<file path="src/rtl/sdrc_pkg.sv">
/* shared widths, FIFO depths and payload types for the Wishbone to SDRAM bridge
   single transfer per command, no burst length field */
package sdrc_pkg;

  // ----------------------------------------
  // bus widths
  // ----------------------------------------

  // application address, word granular
  localparam int APP_AW = 26;

  // data path
  localparam int DATA_W = 32;

  // one select bit per byte lane
  localparam int SEL_W = DATA_W / 8;

  // ----------------------------------------
  // FIFO depths
  // ----------------------------------------

  // command FIFO also bounds acked writes under back-pressure
  localparam int CMD_FIFO_DEPTH = 4;
  localparam int WR_FIFO_DEPTH  = 8;

  // only one read is ever outstanding, four is plenty
  localparam int RD_FIFO_DEPTH  = 4;

  // ----------------------------------------
  // payload types
  // ----------------------------------------

  typedef logic [APP_AW-1:0] addr_t;
  typedef logic [DATA_W-1:0] data_t;
  typedef logic [SEL_W-1:0]  sel_t;

  // request command, address plus direction
  typedef struct packed {
    addr_t addr;
    // 1 = read, 0 = write
    logic  wr_n;
  } sdr_cmd_t;

  // write data beat with active-low byte enables
  typedef struct packed {
    // low = lane written
    sel_t  wr_en_n;
    data_t data;
  } sdr_wr_t;

endpackage

</file>
<file path="src/rtl/sdrc_fifo_if.sv">
/* push/pop bundle of one FIFO; producer pushes only while full is low,
   consumer pops only while empty is low, rdata shows the head */
`timescale 1ns/1ps

interface sdrc_fifo_if #(
  parameter type T = logic
);

  // producer side
  logic push;
  T     wdata;
  logic full;

  // consumer side
  logic pop;
  T     rdata;
  logic empty;

  // writer of the queue
  modport push_mp (output push, output wdata, input full);

  // reader of the queue
  modport pop_mp (output pop, input rdata, input empty);

  // the FIFO itself
  modport fifo_mp (
    input  push,
    input  wdata,
    output full,
    input  pop,
    output rdata,
    output empty
  );

endinterface

</file>
<file path="src/rtl/sdrc_sync_fifo.sv">
/* show-ahead single-clock FIFO, head visible on rdata with no read delay
   push while full and pop while empty are ignored */
`timescale 1ns/1ps

module sdrc_sync_fifo #(
  parameter type T     = logic,
  parameter int  DEPTH = 4
) (
  input logic          sdram_clk,
  input logic          wb_clk_i,
  sdrc_fifo_if.fifo_mp f
);

  localparam int PTR_W = (DEPTH > 1) ? $clog2(DEPTH) : 1;
  localparam int CNT_W = $clog2(DEPTH + 1);

  T                 mem [DEPTH];
  logic [PTR_W-1:0] wr_ptr;
  logic [PTR_W-1:0] rd_ptr;
  logic [CNT_W-1:0] count;
  logic             wr_en;
  logic             rd_en;

  // ----------------------------------------
  // qualified strobes
  // ----------------------------------------
  assign wr_en = f.push && !f.full;
  assign rd_en = f.pop && !f.empty;

  // ----------------------------------------
  // storage and pointers
  // ----------------------------------------
  always_ff @(posedge sdram_clk or posedge wb_clk_i) begin
    if (wb_clk_i) begin
      for (int i = 0; i < DEPTH; i++) begin
        mem[i] <= '0;
      end
      wr_ptr <= '0;
      rd_ptr <= '0;
    end else begin
      if (wr_en) begin
        mem[wr_ptr] <= f.wdata;
        // wrap at DEPTH, depth need not be a power of two
        wr_ptr <= (wr_ptr == PTR_W'(DEPTH - 1)) ? '0 : wr_ptr + 1'b1;
      end
      if (rd_en) begin
        rd_ptr <= (rd_ptr == PTR_W'(DEPTH - 1)) ? '0 : rd_ptr + 1'b1;
      end
    end
  end

  // occupancy, push and pop together cancel out
  always_ff @(posedge sdram_clk or posedge wb_clk_i) begin
    if (wb_clk_i) begin
      count <= '0;
    end else begin
      case ({wr_en, rd_en})
        2'b10:   count <= count + 1'b1;
        2'b01:   count <= count - 1'b1;
        default: count <= count;
      endcase
    end
  end

  // ----------------------------------------
  // status and head
  // ----------------------------------------
  assign f.full  = (count == CNT_W'(DEPTH));
  assign f.empty = (count == '0);
  // head straight from the array
  assign f.rdata = mem[rd_ptr];

endmodule

</file>
<file path="src/rtl/wb_req_ctrl.sv">
/* Wishbone ack rules and request queuing; writes ack on FIFO room,
   reads ack only once their data is back, one read in flight */
`timescale 1ns/1ps

module wb_req_ctrl (
  input  logic            sdram_clk,
  input  logic            wb_clk_i,
  input  logic            wb_stb_i,
  input  logic            wb_cyc_i,
  input  logic            wb_we_i,
  input  sdrc_pkg::addr_t wb_addr_i,
  input  sdrc_pkg::data_t wb_dat_i,
  input  sdrc_pkg::sel_t  wb_sel_i,
  output logic            wb_ack_o,
  sdrc_fifo_if.push_mp    cmd,
  sdrc_fifo_if.push_mp    wr,
  sdrc_fifo_if.pop_mp     rd
);

  logic               wb_wr_req;
  logic               wb_rd_req;
  logic               wr_ack;
  logic               rd_ack;
  logic               rd_cmd_push;
  logic               pending_read;
  sdrc_pkg::sdr_cmd_t cmd_word;
  sdrc_pkg::sdr_wr_t  wr_word;

  // ----------------------------------------
  // decode of the current cycle
  // ----------------------------------------
  assign wb_wr_req = wb_stb_i && wb_cyc_i && wb_we_i;
  assign wb_rd_req = wb_stb_i && wb_cyc_i && !wb_we_i;

  // write needs room in both queues
  assign wr_ack = wb_wr_req && !cmd.full && !wr.full;
  // read completes once its data has landed
  assign rd_ack = wb_rd_req && !rd.empty;

  assign wb_ack_o = wr_ack || rd_ack;

  // read command goes out once per pending period
  assign rd_cmd_push = wb_rd_req && !pending_read && !cmd.full;

  // ----------------------------------------
  // pending read tracker
  // ----------------------------------------
  // set on command push, cleared on the read ack edge
  always_ff @(posedge sdram_clk or posedge wb_clk_i) begin
    if (wb_clk_i) begin
      pending_read <= 1'b0;
    end else if (rd_cmd_push) begin
      pending_read <= 1'b1;
    end else if (rd_ack) begin
      pending_read <= 1'b0;
    end
  end

  // ----------------------------------------
  // command payload
  // ----------------------------------------
  always_comb begin
    cmd_word.addr = wb_addr_i;
    // direction flag is the inverted write enable
    cmd_word.wr_n = !wb_we_i;
  end

  assign cmd.push  = wr_ack || rd_cmd_push;
  assign cmd.wdata = cmd_word;

  // ----------------------------------------
  // write data payload
  // ----------------------------------------
  always_comb begin
    // controller wants active-low lane enables
    wr_word.wr_en_n = ~wb_sel_i;
    wr_word.data    = wb_dat_i;
  end

  // data rides along with its write command
  assign wr.push  = wr_ack;
  assign wr.wdata = wr_word;

  // read data leaves the FIFO with the ack
  assign rd.pop = rd_ack;

endmodule

</file>
<file path="src/rtl/wb2sdrc.sv">
/* Wishbone slave to SDRAM controller request bridge, one clock domain
   single-beat transfers only, one read outstanding at a time */
`timescale 1ns/1ps

module wb2sdrc (
  input  logic             sdram_clk,
  input  logic             wb_clk_i,
  // Wishbone slave
  input  logic             wb_stb_i,
  input  logic             wb_cyc_i,
  input  logic             wb_we_i,
  input  sdrc_pkg::addr_t  wb_addr_i,
  input  sdrc_pkg::data_t  wb_dat_i,
  input  sdrc_pkg::sel_t   wb_sel_i,
  output logic             wb_ack_o,
  output sdrc_pkg::data_t  wb_dat_o,
  // SDRAM controller request side
  output logic             sdr_req_o,
  output sdrc_pkg::addr_t  sdr_req_addr_o,
  output logic             sdr_req_wr_n_o,
  input  logic             sdr_req_ack_i,
  output sdrc_pkg::sel_t   sdr_wr_en_n_o,
  output sdrc_pkg::data_t  sdr_wr_data_o,
  input  logic             sdr_wr_next_i,
  input  logic             sdr_rd_valid_i,
  input  sdrc_pkg::data_t  sdr_rd_data_i
);

  // ----------------------------------------
  // FIFO bundles
  // ----------------------------------------
  sdrc_fifo_if #(.T(sdrc_pkg::sdr_cmd_t)) cmd_if ();
  sdrc_fifo_if #(.T(sdrc_pkg::sdr_wr_t))  wr_if ();
  sdrc_fifo_if #(.T(sdrc_pkg::data_t))    rd_if ();

  // Wishbone side control
  wb_req_ctrl u_req_ctrl (
    .sdram_clk (sdram_clk),
    .wb_clk_i  (wb_clk_i),
    .wb_stb_i  (wb_stb_i),
    .wb_cyc_i  (wb_cyc_i),
    .wb_we_i   (wb_we_i),
    .wb_addr_i (wb_addr_i),
    .wb_dat_i  (wb_dat_i),
    .wb_sel_i  (wb_sel_i),
    .wb_ack_o  (wb_ack_o),
    .cmd       (cmd_if.push_mp),
    .wr        (wr_if.push_mp),
    .rd        (rd_if.pop_mp)
  );

  // ----------------------------------------
  // command FIFO, address plus direction
  // ----------------------------------------
  sdrc_sync_fifo #(
    .T     (sdrc_pkg::sdr_cmd_t),
    .DEPTH (sdrc_pkg::CMD_FIFO_DEPTH)
  ) u_cmdfifo (
    .sdram_clk (sdram_clk),
    .wb_clk_i  (wb_clk_i),
    .f         (cmd_if.fifo_mp)
  );

  // request held while anything is queued
  assign sdr_req_o      = !cmd_if.empty;
  assign sdr_req_addr_o = cmd_if.rdata.addr;
  assign sdr_req_wr_n_o = cmd_if.rdata.wr_n;
  // controller ack retires the head command
  assign cmd_if.pop     = sdr_req_ack_i;

  // ----------------------------------------
  // write data FIFO, data plus byte enables
  // ----------------------------------------
  sdrc_sync_fifo #(
    .T     (sdrc_pkg::sdr_wr_t),
    .DEPTH (sdrc_pkg::WR_FIFO_DEPTH)
  ) u_wrdatafifo (
    .sdram_clk (sdram_clk),
    .wb_clk_i  (wb_clk_i),
    .f         (wr_if.fifo_mp)
  );

  assign sdr_wr_en_n_o = wr_if.rdata.wr_en_n;
  assign sdr_wr_data_o = wr_if.rdata.data;
  // one beat consumed per wr_next
  assign wr_if.pop     = sdr_wr_next_i;

  // ----------------------------------------
  // read data FIFO, back to Wishbone
  // ----------------------------------------
  sdrc_sync_fifo #(
    .T     (sdrc_pkg::data_t),
    .DEPTH (sdrc_pkg::RD_FIFO_DEPTH)
  ) u_rddatafifo (
    .sdram_clk (sdram_clk),
    .wb_clk_i  (wb_clk_i),
    .f         (rd_if.fifo_mp)
  );

  // no back-pressure toward the controller
  assign rd_if.push  = sdr_rd_valid_i;
  assign rd_if.wdata = sdr_rd_data_i;
  // head is valid in the read ack cycle
  assign wb_dat_o    = rd_if.rdata;

endmodule

</file>
<file path="config.mk">
export PLATFORM = sky130hd
export DESIGN_NAME = wb2sdrc
export DESIGN_NICKNAME = d
export VERILOG_FILES = /design/src/rtl/sdrc_pkg.sv /design/src/rtl/sdrc_fifo_if.sv /design/src/rtl/sdrc_sync_fifo.sv /design/src/rtl/wb_req_ctrl.sv /design/src/rtl/wb2sdrc.sv
export SDC_FILE = /design/constraint.sdc
export NUM_CORES = 1
export LEC_CHECK = 0
export BUFFER_PORTS_ARGS = -buffer_cell sky130_fd_sc_hd__buf_4
export CAP_MARGIN = 20
export CORE_MARGIN = 2
export CORE_UTILIZATION = 65
export DETAILED_ROUTE_END_ITERATION = 10
export GPL_TIMING_DRIVEN = 0
export PLACE_DENSITY = 0.9
export SLEW_MARGIN = 20
export SYNTH_ARGS = -nofsm -noshare
export SYNTH_HDL_FRONTEND = slang
export SYNTH_HIERARCHICAL = 1
export SYNTH_SLANG_ARGS = --single-unit
</file>
<file path="constraint.sdc">
create_clock -name sdram_clk -period 15.1 [get_ports sdram_clk]
set_input_delay 0.755 -clock sdram_clk [delete_from_list [all_inputs] [get_ports sdram_clk]]
set_output_delay 0.755 -clock sdram_clk [all_outputs]
set_load 0.05 [all_outputs]
</file>
Yosys cells after proc, flatten, opt, wreduce, memory -nomap -nowiden:

Cells that the tools add are included.

* add/subtract/negate cells: 12
* order comparisons: 9
* eq/ne operators: 15
* multiplexer cells: 29
* bitwise gates (word level): 7
* reductions and logical operators: 34

Operators with widths (count)
* 288-bit bitwise mux: 1
* 128-bit bitwise mux: 1
* 36-bit binary-select mux with 3-bit select: 1
* 108-bit bitwise mux: 1
* 36-bit demux with 3-bit select: 1
* 36-bit two-way mux: 3
* 32-bit two-way mux: 3
* 27-bit two-way mux: 3
* 32-bit binary-select mux with 2-bit select: 1
* 32-bit demux with 2-bit select: 1
* 27-bit binary-select mux with 2-bit select: 1
* 27-bit demux with 2-bit select: 1
* 1-bit logical AND: 17
* 2-bit equality test, second input constant: 7
* 3-bit by 1-bit adder with 3-bit output, second input constant: 4
* 3-bit equality test, second input constant: 4
* 3-bit greater-or-equal comparator, second input constant: 4
* 2-bit NOT with 3-bit output: 4
* 3-bit one-hot mux with 2 select lines: 2
* 2-bit by 1-bit adder with 2-bit output, second input constant: 4
* 4-bit greater-or-equal comparator, second input constant: 2
* 1-bit logical NOT: 8
* 2-bit two-way mux: 4
* 3-bit NOT with 4-bit output: 2
* other kinds (15): 26

* flip-flop bits (word level): 549
* bits of input ports: 102

Depth between registers and ports, before layout:

* depth after elaboration: 8
* gate-level depth with buffers: 10
* gate-level depth less buffers: 10

Cells and area by module:

Netlist, hierarchy kept.

By module, submodules not included
* sdrc_sync_fifo (u_wrdatafifo): instances 1, cells an instance 801, area each 13835.8 µm², sequential area each 7457.2 µm²
* sdrc_sync_fifo (u_rddatafifo): instances 1, cells an instance 352, area each 5992.0 µm², sequential area each 3378.2 µm²
* sdrc_sync_fifo (u_cmdfifo): instances 1, cells an instance 301, area each 5178.7 µm², sequential area each 2877.8 µm²
* wb_req_ctrl: instances 1, cells an instance 75, area each 563.0 µm², sequential area each 25.0 µm²
* wb2sdrc: instances 1, cells an instance 1, area each 3.8 µm², sequential area each 0.0 µm²

Worst setup path before layout:

OpenSTA, ideal clock, no wires.

* kind: input port to flip-flop
* from: input port wb_we_i
* to: register u_wrdatafifo.count[3]
* arrival: 2.978 ns
* required time: 14.966 ns
* slack: 11.988 ns
* stages: 8
* path buffers: 0
* cells stage by stage: or3b_1 nor2_1 nand2_1 ha_1 ha_1 or4b_2 o311ai_0 o211ai_1

* cells in the longest elaborated chain, start to end: 6
* elaborated cells on any way between the ends: 8

Ends and longest elaborated chain
* start, declared: RTL line wb2sdrc.sv:11 `input logic wb_we_i,`
* 1-bit logical AND (*): RTL line wb_req_ctrl.sv:32 `assign wb_wr_req = wb_stb_i && wb_cyc_i && wb_we_i;`
* 1-bit logical AND (*) (2 in a row): RTL line wb_req_ctrl.sv:36 `assign wr_ack = wb_wr_req && !cmd.full && !wr.full;`
* net wr_if.push: RTL line sdrc_fifo_if.sv:10 `logic push;`
* 1-bit logical AND (*): RTL line sdrc_sync_fifo.sv:27 `assign wr_en = f.push && !f.full;`
* 2-bit by 1-bit equality test with 1-bit output / 2-bit equality test (equally long branches): RTL line sdrc_sync_fifo.sv:57 `case ({wr_en, rd_en})`
* 4-bit one-hot mux with 2 select lines / 2-bit nonzero test (equally long branches)
* end signal, assigned: RTL line sdrc_sync_fifo.sv:58 `2'b10: count <= count + 1'b1;`
* end signal, assigned: RTL line sdrc_sync_fifo.sv:59 `2'b01: count <= count - 1'b1;`
* end signal, assigned: RTL line sdrc_sync_fifo.sv:60 `default: count <= count;`
* end, declared: RTL line sdrc_sync_fifo.sv:20 `logic [CNT_W-1:0] count;`

Mark *: on every way through the listed nets, which the timed path passes. The rest lies on a longest branch.
A chain may end at the register's enable or synchronous reset.

Worst setup path after layout:

* from: register u_wrdatafifo.rd_ptr[1]
* to: output port sdr_wr_data_o[21]

* cells in the longest elaborated chain, start to end: 4

Ends and longest elaborated chain
* start, declared: RTL line sdrc_sync_fifo.sv:19 `logic [PTR_W-1:0] rd_ptr;`
* start signal, assigned: RTL line sdrc_sync_fifo.sv:47 `rd_ptr <= (rd_ptr == PTR_W'(DEPTH - 1)) ? '0 : rd_ptr + 1'b1;`
* 3-bit NOT with 4-bit output (not written as such): RTL line sdrc_sync_fifo.sv:71 `assign f.rdata = mem[rd_ptr];`
* 36-bit binary-select mux with 3-bit select: RTL line sdrc_sync_fifo.sv:71
* 36-bit two-way mux (not written as such) (2 in a row): RTL line sdrc_sync_fifo.sv:71
* end, declared: RTL line wb2sdrc.sv:23 `output sdrc_pkg::data_t sdr_wr_data_o,`

Every way passes these cells. The select of a mux whose other input is x is not followed.

==> summary.md <==
| Metric | Value |
|---|---|
| Max-Slew Margin vs Limit | `34.0%` |
| Skew final | `0.0206 ns` |
| Effective utilization at floorplan | `66.0%` |
| I/O pin count | `199` |
| Number of antenna violations at the first check in global routing | `0` |
| Total setup violations reported at the end of the flow | `0` |
| # clock sinks | `549` |
| Maximum clock path buffer count | `3` |
| Syn Area/Cell | `16.7 sq um` |
| Share of total power in combinational logic | `46.5%` |
| Number of max-cap violations | `0` |
| Resized cells post-CTS | `0` |
| Net switching power | `2780 uW` |
| 1st-iter DRT viols | `740` |
| Tmin final | `4.24 ns` |
| Transition time of the tightest slew-check pin | `0.991 ns` |
| Nets | `1855` |
| Number of diodes | `0` |
| Number of global-route vias before repair | `15436` |
| Setup Slack @ Placement | `11.51 ns` |
| Number of standard-cell rows in the floorplan | `72` |
| Die height | `202 um` |
| Total Negative Setup Slacks | `0 ns` |
| H-tree levels | `2` |
| Dpl hpwl | `34800 um` |
| Syn Std Cell Area | `25600 sq um` |
| Highest achievable clock rate | `236 MHz` |
| Mean routed wirelength per cell | `23.4 um` |
| Post-CTS Repair Setup Buffers | `0` |
| Clk Latency, worst-skew pair | `0.61 ns` |
| Number of buffers inserted for hold repair after clock tree synthesis | `0` |
| Synthesized net count | `1653` |
| Class of the worst hold path | `in -> async` |
| Number of cells on the worst reg-to-reg path | `10` |
| Chip width | `202 um` |
| Clock root buffer master | `clkbuf_16` |
| Vias after detailed routing | `13850` |
| Required time of the critical path | `14.35 ns` |
| Clock transition time at the flip-flop clock pins of the worst setup and hold paths | `0.06 ns` |
| CP startpoint kind | `register` |
| Largest net degree at the start of global routing | `115` |
| Final weighted congestion of routability-driven global placement | `0.748` |
| DRC violations left | `0` |
| Max-slew violation count | `0` |
| Proportion of power drawn by the clock network | `19.5%` |
| Critical Path Fanout Max | `10` |
| CTS tree | `done` |
| Net switching share of the total power | `37.6%` |
| Synth Warn # | `6` |
| Core outline area | `38700 sq um` |
| Layout cells sized above 1 | `61.0%` |
| Wire length of the first global-routing pass | `86900 um` |
| Final global-route overflow total | `0` |
| Mean number of vias per cell | `6.03` |
| Routed wire length | `53800 um` |
| Critical path start-end classification | `reg -> out` |
| Worst supply voltage drop on vdd | `357 uV` |
| Sequential share of power | `34.0%` |
| Internal portion of total power | `4620 uW` |
| Pre-antenna DRT Iters | `5` |
| Final worst path period share | `28.1%` |
| Post-route antenna net violation count | `0` |
| Start point of the critical path | `u_wrdatafifo/rd_ptr[1]` |
| Pwr per Cell Area | `252 nW/um^2` |
| Fin worst setup slack | `10.86 ns` |
| CP endpoint kind | `primary output` |
| Area growth from synthesis to final layout | `14.8%` |
| Worst endpoint data arrival time | `3.48 ns` |
| Number of CTS-inserted buffers | `56` |
| Floorplan die area | `40900 sq um` |
| Count of buffers inserted at the top-level ports | `140` |
| Unrepaired setup endpoints after global routing | `no` |
| Final Hold Fails | `0` |
| RR Startpoint | `u_wrdatafifo/count[0]` |
| Status | `complete, no violations` |
| Combined global-route utilization of all metal layers | `27.4%` |
| Static leakage power | `0.0136 uW` |
| Count of mapped cells out of synthesis | `1529` |
-- sequential cells by signal (all words and copies together), names as in the netlist --
register,count
u_wrdatafifo/mem,288
u_rddatafifo/mem,128
u_cmdfifo/mem,108
u_wrdatafifo/count,4
u_cmdfifo/count,3
u_rddatafifo/count,3
u_wrdatafifo/rd_ptr,3
u_wrdatafifo/wr_ptr,3
u_cmdfifo/rd_ptr,2
u_cmdfifo/wr_ptr,2
u_rddatafifo/rd_ptr,2
u_rddatafifo/wr_ptr,2
u_req_ctrl/pending_read,1
-- layer usage --
metal  GRT usage (%)  share of wire, %
met5               0                 0
met4            10.3               3.4
met3            5.64               5.7
met2            45.7                51
met1            35.9                40
-- per-stage QoR --
stage / std cells / hold slack (ns) / util (%) / total power, uW / instance area [sq um]
detailed placement: 2191 / 0.462 / 70.7 / 5960 / 27400
global placement: 2187 / 0.453 / 70.4 / 5820 / 27300
floorplan: 1529 / 0.443 / - / 5070 / 25600
finish: 2296 / 0.0580 / 75.8 / 7400 / 29400
CTS: 2296 / 0.0309 / 75.8 / 7450 / 29300
global route: 2296 / 0.0508 / 75.8 / 7740 / 29400
-- layout make-up --
cell class	instances	area, sq um
Sequential cell	549	13700
Multi-Input combinational cell	810	10600
Fill cell	2217	9380
Clock buffer	84	1710
Timing Repair Buffer	144	1160
Buffer	142	1110
Tap cell	518	648
Clock inverter	21	245
Inverter	28	128
-- layout by cell type, fill, tap and decap left out, drive strengths merged, types with 4 or more instances in the layout --
cell type,count
nor3,4
nand2,13
clkbuf,97
buf,273
nor3b,7
mux4,131
xor2,5
ha,19
nand2b,4
clkinv,13
dfrtp,549
inv,31
mux2i,4
nor2,16
bufinv,5
nand3,4
mux2,574
-- path summary, 6_finish.rpt --
check / slack [ns] / endpoint
max: 10.86 / sdr_wr_data_o[21]
min: 0.06 / u_req_ctrl/pending_read
max reg2reg: 11.58 / u_wrdatafifo/count[3]
min reg2reg: 0.47 / u_req_ctrl/pending_read
max in group asynchronous: 13.87 / u_wrdatafifo/mem[6]
min in group sdram_clk: 0.40 / u_cmdfifo/mem[70]
-- critical path: stages (launching register included) --
cell and delay [ns]:
dfrtp_1 0.35, buf_2 0.36, buf_2 0.42, clkbuf_1 0.79
mux4_2 0.42, mux2_2 0.31, buf_4 0.20
-- power groups by stage --
| stage | Clock (uW) | Combinational [uW] | Sequential (uW) |
|---|---|---|---|
| 6_report | 1440 | 3440 | 2520 |
| 5_1_grt | 1530 | 3620 | 2600 |
| 4_1_cts | 1470 | 3470 | 2510 |
| 3_5_place_dp | 0 | 3440 | 2520 |
| 3_3_place_gp | 0 | 3350 | 2460 |
| 2_1_floorplan | 0 | 2670 | 2400 |
Note: power is estimated with default switching activity, not from simulation.
